==> src/rtl/bpu_pkg.sv <==
// Branch predictor widths, table geometry, vector types and record structs
`default_nettype none

package bpu_pkg;

   // Address and table geometry
   localparam int PC_W      = 32;
   localparam int PHT_AW    = 6;
   localparam int BTB_AW    = 4;
   localparam int BTB_TAG_W = PC_W - BTB_AW;

   typedef logic [PC_W-1:0]   pc_t;
   typedef logic [PHT_AW-1:0] pht_idx_t;
   typedef logic [BTB_AW-1:0] btb_idx_t;
   typedef logic [1:0]        pht_cnt_t;

   // Weakly not taken
   localparam pht_cnt_t PHT_CNT_INIT = 2'd1;

   typedef struct packed {
      logic                 valid;
      logic                 is_bcc;
      logic [BTB_TAG_W-1:0] tag;
      pc_t                  target;
   } btb_entry_t;

   // Carried by fetch from lookup to resolve
   typedef struct packed {
      pht_cnt_t pht_cnt;
      pht_idx_t pht_idx;
      btb_idx_t btb_idx;
      pc_t      pred_tgt;
      logic     pred_taken;
   } bpu_upd_t;

   // One resolved branch from an execution unit
   typedef struct packed {
      logic     is_bcc;
      logic     is_breg;
      logic     is_brel;
      logic     taken;
      pc_t      pc;
      pc_t      npc_act;
      bpu_upd_t upd;
   } bpu_res_t;

endpackage

`default_nettype wire

==> src/rtl/bpu_predict.sv <==
// Lookup stage with index hashing, BTB tag compare and taken decision
`default_nettype none

module bpu_predict import bpu_pkg::*; #(
   parameter int FETCH_LANES = 2
) (
   input  logic                             clk,
   input  logic                             rst_n,
   input  logic                             req_valid,
   output logic                             req_ready,
   input  pc_t        [FETCH_LANES-1:0]     req_pc,
   output logic                             pred_valid,
   input  logic                             pred_ready,
   output pc_t        [FETCH_LANES-1:0]     pred_npc,
   output logic       [FETCH_LANES-1:0]     pred_taken,
   output bpu_upd_t   [FETCH_LANES-1:0]     pred_upd,
   input  pht_idx_t                         ghr,
   output logic                             tbl_re,
   output pht_idx_t   [FETCH_LANES-1:0]     pht_raddr,
   input  pht_cnt_t   [FETCH_LANES-1:0]     pht_rdata,
   output btb_idx_t   [FETCH_LANES-1:0]     btb_raddr,
   input  btb_entry_t [FETCH_LANES-1:0]     btb_rdata
);

   pc_t      [FETCH_LANES-1:0] s1_pc;
   pht_idx_t [FETCH_LANES-1:0] s1_pht_idx;
   btb_idx_t [FETCH_LANES-1:0] s1_btb_idx;
   logic     [FETCH_LANES-1:0] lane_hit;

   // A new lookup may enter when the output slot frees up this cycle
   assign req_ready = !pred_valid || pred_ready;
   assign tbl_re    = req_valid && req_ready;

   // Gshare hash for the PHT, plain low bits for the BTB
   always_comb
   begin
      for (int i = 0; i < FETCH_LANES; i++)
      begin
         pht_raddr[i] = req_pc[i][PHT_AW-1:0] ^ ghr;
         btb_raddr[i] = req_pc[i][BTB_AW-1:0];
      end
   end

   always_ff @(posedge clk or negedge rst_n)
   begin
      if (!rst_n)
         pred_valid <= 1'b0;
      else if (tbl_re)
         pred_valid <= 1'b1;
      else if (pred_ready)
         pred_valid <= 1'b0;
   end

   always_ff @(posedge clk)
   begin
      if (tbl_re)
      begin
         s1_pc      <= req_pc;
         s1_pht_idx <= pht_raddr;
         s1_btb_idx <= btb_raddr;
      end
   end

   // Stage 2 decode of the table read data
   always_comb
   begin
      for (int i = 0; i < FETCH_LANES; i++)
      begin
         lane_hit[i]   = btb_rdata[i].valid &&
                         (btb_rdata[i].tag == s1_pc[i][PC_W-1:BTB_AW]);
         // Jumps always taken on hit, branches follow the counter
         pred_taken[i] = lane_hit[i] && (!btb_rdata[i].is_bcc || (pht_rdata[i] >= 2'd2));
         pred_npc[i]   = btb_rdata[i].target;
         pred_upd[i]   = '{pht_cnt:    pht_rdata[i],
                           pht_idx:    s1_pht_idx[i],
                           btb_idx:    s1_btb_idx[i],
                           pred_tgt:   btb_rdata[i].target,
                           pred_taken: pred_taken[i]};
      end
   end

   // Stalled prediction must not move, tables and stage 1 hold together
   a_pred_hold: assert property (@(posedge clk) disable iff (!rst_n)
      pred_valid && !pred_ready |=> pred_valid && $stable(pred_npc) &&
                                    $stable(pred_taken) && $stable(pred_upd));

endmodule

`default_nettype wire

==> src/rtl/bpu_top.sv <==
// Branch prediction unit top with predictor, PHT, BTB, arbiter and update
`default_nettype none

module bpu_top import bpu_pkg::*; #(
   parameter int FETCH_LANES = 2
) (
   input  logic                           clk,
   input  logic                           rst_n,
   input  logic                           req_valid,
   output logic                           req_ready,
   input  pc_t      [FETCH_LANES-1:0]     req_pc,
   output logic                           pred_valid,
   input  logic                           pred_ready,
   output pc_t      [FETCH_LANES-1:0]     pred_npc,
   output logic     [FETCH_LANES-1:0]     pred_taken,
   output bpu_upd_t [FETCH_LANES-1:0]     pred_upd,
   input  logic                           res0_valid,
   output logic                           res0_ready,
   input  bpu_res_t                       res0,
   input  logic                           res1_valid,
   output logic                           res1_ready,
   input  bpu_res_t                       res1
);

   logic                          tbl_re;
   pht_idx_t   [FETCH_LANES-1:0]  pht_raddr;
   pht_cnt_t   [FETCH_LANES-1:0]  pht_rdata;
   btb_idx_t   [FETCH_LANES-1:0]  btb_raddr;
   btb_entry_t [FETCH_LANES-1:0]  btb_rdata;
   pht_idx_t                      ghr;
   logic                          wr_valid;
   bpu_res_t                      wr;
   logic                          pht_we;
   pht_idx_t                      pht_waddr;
   pht_cnt_t                      pht_wdata;
   logic                          btb_we;
   btb_idx_t                      btb_waddr;
   btb_entry_t                    btb_wdata;

   bpu_predict #(.FETCH_LANES(FETCH_LANES)) u_predict (
      .clk, .rst_n,
      .req_valid, .req_ready, .req_pc,
      .pred_valid, .pred_ready, .pred_npc, .pred_taken, .pred_upd,
      .ghr, .tbl_re,
      .pht_raddr, .pht_rdata, .btb_raddr, .btb_rdata
   );

   // Pattern history table of 2-bit counters
   pred_table #(
      .DATA_W(2), .ADDR_W(PHT_AW), .READ_PORTS(FETCH_LANES), .RESET_VAL(PHT_CNT_INIT)
   ) u_pht (
      .clk, .rst_n,
      .re({FETCH_LANES{tbl_re}}), .raddr(pht_raddr), .rdata(pht_rdata),
      .we(pht_we), .waddr(pht_waddr), .wdata(pht_wdata)
   );

   pred_table #(
      .DATA_W($bits(btb_entry_t)), .ADDR_W(BTB_AW), .READ_PORTS(FETCH_LANES), .RESET_VAL('0)
   ) u_btb (
      .clk, .rst_n,
      .re({FETCH_LANES{tbl_re}}), .raddr(btb_raddr), .rdata(btb_rdata),
      .we(btb_we), .waddr(btb_waddr), .wdata(btb_wdata)
   );

   res_arbiter u_arb (
      .clk, .rst_n,
      .res0_valid, .res0_ready, .res0,
      .res1_valid, .res1_ready, .res1,
      .wr_valid, .wr
   );

   bpu_update u_update (
      .clk, .rst_n, .wr_valid, .wr,
      .pht_we, .pht_waddr, .pht_wdata,
      .btb_we, .btb_waddr, .btb_wdata, .ghr
   );

endmodule

`default_nettype wire

==> src/rtl/bpu_update.sv <==
// Resolve update with counter step, BTB entry build and global history
`default_nettype none

module bpu_update import bpu_pkg::*; (
   input  logic       clk,
   input  logic       rst_n,
   input  logic       wr_valid,
   input  bpu_res_t   wr,
   output logic       pht_we,
   output pht_idx_t   pht_waddr,
   output pht_cnt_t   pht_wdata,
   output logic       btb_we,
   output btb_idx_t   btb_waddr,
   output btb_entry_t btb_wdata,
   output pht_idx_t   ghr
);

   pht_cnt_t cnt_org;
   logic     is_jump;

   assign cnt_org = wr.upd.pht_cnt;
   assign is_jump = wr.is_breg || wr.is_brel;

   // Counter update for conditional branches only
   assign pht_we    = wr_valid && wr.is_bcc;
   assign pht_waddr = wr.upd.pht_idx;

   always_comb
   begin
      if (wr.taken)
      begin
         if (cnt_org == 2'd3)
            pht_wdata = 2'd3;
         else
            pht_wdata = cnt_org + 2'd1;
      end
      else
      begin
         if (cnt_org == 2'd0)
            pht_wdata = 2'd0;
         else
            pht_wdata = cnt_org - 2'd1;
      end
   end

   // Target refresh on jumps, direct overwrite
   assign btb_we    = wr_valid && is_jump;
   assign btb_waddr = wr.upd.btb_idx;
   assign btb_wdata = '{valid:  1'b1,
                        is_bcc: wr.is_bcc,
                        tag:    wr.pc[PC_W-1:BTB_AW],
                        target: wr.npc_act};

   // Newest outcome enters at bit 0
   always_ff @(posedge clk or negedge rst_n)
   begin
      if (!rst_n)
         ghr <= '0;
      else if (pht_we)
         ghr <= {ghr[PHT_AW-2:0], wr.taken};
   end

endmodule

`default_nettype wire

==> src/rtl/pred_table.sv <==
// Multi-read, single-write register file table with reset fill value
`default_nettype none

module pred_table #(
   parameter int                DATA_W     = 2,
   parameter int                ADDR_W     = 6,
   parameter int                READ_PORTS = 2,
   parameter logic [DATA_W-1:0] RESET_VAL  = '0
) (
   input  logic                                 clk,
   input  logic                                 rst_n,
   input  logic [READ_PORTS-1:0]                re,
   input  logic [READ_PORTS-1:0][ADDR_W-1:0]    raddr,
   output logic [READ_PORTS-1:0][DATA_W-1:0]    rdata,
   input  logic                                 we,
   input  logic [ADDR_W-1:0]                    waddr,
   input  logic [DATA_W-1:0]                    wdata
);

   localparam int DEPTH = 1 << ADDR_W;

   logic [DATA_W-1:0] mem [DEPTH];

   // Table contents, cleared to the fill value
   always_ff @(posedge clk or negedge rst_n)
   begin
      if (!rst_n)
      begin
         for (int i = 0; i < DEPTH; i++)
            mem[i] <= RESET_VAL;
      end
      else if (we)
      begin
         mem[waddr] <= wdata;
      end
   end

   // Registered read ports, a same-edge write is not forwarded
   always_ff @(posedge clk)
   begin
      for (int p = 0; p < READ_PORTS; p++)
      begin
         if (re[p])
            rdata[p] <= mem[raddr[p]];
      end
   end

endmodule

`default_nettype wire

==> src/rtl/res_arbiter.sv <==
// Round-robin arbiter of two resolve ports onto the table write port
`default_nettype none

module res_arbiter import bpu_pkg::*; (
   input  logic     clk,
   input  logic     rst_n,
   input  logic     res0_valid,
   output logic     res0_ready,
   input  bpu_res_t res0,
   input  logic     res1_valid,
   output logic     res1_ready,
   input  bpu_res_t res1,
   output logic     wr_valid,
   output bpu_res_t wr
);

   // Low prefers res0
   logic prio;
   logic both_valid;

   assign both_valid = res0_valid && res1_valid;

   always_comb
   begin
      if (both_valid)
      begin
         res0_ready = !prio;
         res1_ready = prio;
      end
      else
      begin
         res0_ready = res0_valid;
         res1_ready = res1_valid;
      end
   end

   assign wr_valid = res0_ready || res1_ready;
   assign wr       = res1_ready ? res1 : res0;

   // Flip only on contention
   always_ff @(posedge clk or negedge rst_n)
   begin
      if (!rst_n)
         prio <= 1'b0;
      else if (both_valid)
         prio <= !prio;
   end

   a_one_grant: assert property (@(posedge clk) disable iff (!rst_n)
      !(res0_ready && res1_ready));

   // Losers keep their request parked
   a_res0_hold: assert property (@(posedge clk) disable iff (!rst_n)
      res0_valid && !res0_ready |=> res0_valid && $stable(res0));
   a_res1_hold: assert property (@(posedge clk) disable iff (!rst_n)
      res1_valid && !res1_ready |=> res1_valid && $stable(res1));

endmodule

`default_nettype wire

==> config.mk <==
export PLATFORM = sky130hd
export DESIGN_NAME = bpu_top
export DESIGN_NICKNAME = d
export VERILOG_FILES = /design/src/rtl/bpu_pkg.sv /design/src/rtl/bpu_predict.sv /design/src/rtl/bpu_top.sv /design/src/rtl/bpu_update.sv /design/src/rtl/pred_table.sv /design/src/rtl/res_arbiter.sv
export SDC_FILE = /design/constraint.sdc
export NUM_CORES = 2
export LEC_CHECK = 0
export BUFFER_PORTS_ARGS = -buffer_cell sky130_fd_sc_hd__buf_2
export CAP_MARGIN = 20
export CORE_AREA = 2 2 376 378
export DETAILED_ROUTE_END_ITERATION = 6
export DIE_AREA = 0 0 378 380
export HOLD_SLACK_MARGIN = 0.03
export MAX_ROUTING_LAYER = met4
export PLACE_DENSITY_LB_ADDON = 0.05
export REMOVE_ABC_BUFFERS = 1
export SLEW_MARGIN = 20
export SYNTH_ARGS = -nofsm -noshare
export SYNTH_HDL_FRONTEND = slang
export SYNTH_HIERARCHICAL = 1
export SYNTH_SLANG_ARGS = --single-unit
==> constraint.sdc <==
create_clock -name clk -period 12.43 [get_ports clk]
set_clock_uncertainty 0.05 [all_clocks]
set_input_delay 1.243 -clock clk [delete_from_list [all_inputs] [get_ports clk]]
set_output_delay 1.243 -clock clk [all_outputs]
set_load 0.01 [all_outputs]
==> results.ini <==
[power]
cellPowerDensity_nw_per_um2=229.5
p_leak_nw=30.72
peakVddDrop_uv=123.3

[cells_and_area]
drive_gt1_frac=0.5425
area_growth_syn_to_layout_pct=9.590
nFillCells=11450
num_antenna_cells=0
final-seq-area_sq_um=34430
finalNetCount=4714
multi_input_area_sq_um=31110

[flow_run]
drv_cap=0

[clock_network]
ctsHtreeMaxLevel=4
clk_pin_slew_ps=60
cts.repair.resized=0
cts_made_buffers=150
clock_latency_ps=780
ctsHoldBuffers=0
root_buffer=clkbuf_16
cts_setup_buffers=0
cts.sinks=1332
cts_buffer_depth=3
tritoncts=done

[drt]
detail-route-antenna-nets=0
drt-total-wl_microns=188800
drt_iter0_drc=2919
vias_per_cell=6.245
first_pass_iters=6
vias=40100
routedWlPerCell_microns=29.40
remaining_drc_errors=0

[timing]
period_minus_slack_ps=4776
fin_crit_sh=0.3843
fmax_mhz=209.4
setup_viol=0
drv_slew=0
setup_ws_ps=7654
rsz0062_at_grt=false
finalHoldViolCount=0
fin_tns_setup_ps=0
worst_pin_slew_ps=1170
relSlewSlack=0.2129

[worst_setup_path]
r2r-end=u_btb/mem[27]
r2r_cells=7
crit_path_frequent_cell=nor4_1
r2r-start=u_arb/prio
cp.required_ps=11140
r2r_slack_ps=7810
crit_slowest_cell=nor4_1
critPathKind=flop to primary output
cp_slowest_stage_delay_ps=960
path_max_fanout=2
worstPathArrival_ps=3480
crit_chain=xor2_1, nor4_1, nand4_1, nor4_1, buf_2
worstSetupEndpointType=primary output
cp-start-kind=flop

[global_routing]
grt_pass1_vias=41570
grt_max_degree=162
grtUsageTotal=0.2738
grt_first_pass_wirelength_microns=281000
antenna_found_initial=4
grt.overflow.total=0

[floorplan]
die_x_microns=378
core_area_sq_um=139200
start_util=0.4944
ioPinCount=456
die_h_microns=380
num_rows=137
die_area_sq_um=143600

[yosys]
synth_area_sq_um=68810
yosysWarnings=6
syn-mean-instance-area_sq_um=15.66
synthCells=4395

[min_path]
min-delay-path-class=flop to flop
hold_depth=1
min_to=u_btb/mem[175]
worstHoldStart=u_btb/mem[175]

[placed_design]
numPortBuffers=381
dpl.hpwl_microns=104900
gp_routability_congestion=0.8085
preCtsSetupSlack_ps=6855

[outcome]
status=finished, final reports clean

-- report_power, final --
group	internal, W	switching [W]
clock network	0.00252	0.00183
logic	0.00328	0.00193
registers	0.00645	0.00129
-- through the flow --
stage / power, W / instances / instance area [sq um] / hold slack, ps / util
after floorplan: 0.01146 / 3793 / 65320 / 421.0 / -
after global placement: 0.01283 / 6142 / 70610 / 438.0 / 0.5073
after detailed placement: 0.01302 / 6142 / 70610 / 448.5 / 0.5073
after CTS: 0.01743 / 6420 / 75410 / 460.9 / 0.5418
after global routing: 0.01825 / 6420 / 75410 / 476.9 / 0.5418
final: 0.01730 / 6420 / 75410 / 452.9 / 0.5418
-- registers in the layout, indices dropped and copies added (netlist names), 4 cells and up --
name	cells
u_predict/s1_pc	64
u_update/ghr	6
u_predict/pred_upd	12
u_pht/rdata	4
u_pht/mem	128
u_btb/mem	992
u_btb/rdata	124
-- routing by layer --
metal  wire, microns  vias up  global-route usage  part of all wire
li1                -    16760                   -                 -
met1           86080    21930              0.3942              0.46
met2           89130     1144              0.4146              0.47
met3            9676      259             0.03869             0.051
met4            3887        0             0.06529             0.021
met5               0        -                   -                 0
-- worst max-delay path, delay by kind of cell, from the launching register on --
kind                      cells  cell delay (ps)
and+or+nand+nor               3             1810
xor gates and xnor gates      1              170
DFF                           1              430
buffers and inverters         1              290
-- final cells by class --
type	instances	area share
Clock buffer	226	0.05859
Clock inverter	52	0.004978
Inverter	8	0.0003982
Multi-Input combinational cell	2453	0.4125
Sequential cell	1332	0.4566
Tap cell	1876	0.03113
Timing Repair Buffer	473	0.03577
-- cell usage in the layout, fill, tap and decap left out, types with 23 or more instances in the layout --
cell       instances
mux2_2          1048
dfstp_2           64
mux4_2           546
nor2_1            41
buf_4             88
mux2_1            91
a22oi_1          260
xor2_1            41
clkbuf_16        157
nand2_1          164
buf_2            376
mux2_4            67
clkbuf_8          23
clkbuf_1          46
edfxtp_1         204
dfrtp_1         1064
-- worst max-delay path by stage --
stage | start | to | depth (start not counted)
after CTS | u_btb/rdata[113] | pred_upd[45] | 5
after global routing | res0_valid | u_btb/mem[25] | 9
final | u_btb/rdata[113] | pred_upd[45] | 5
after floorplan | res0_valid | u_btb/mem[558] | 6
after global placement | res0_valid | u_btb/mem[25] | 9
after detailed placement | res0_valid | u_btb/mem[14] | 9
Note: power is estimated with default switching activity, not from simulation.
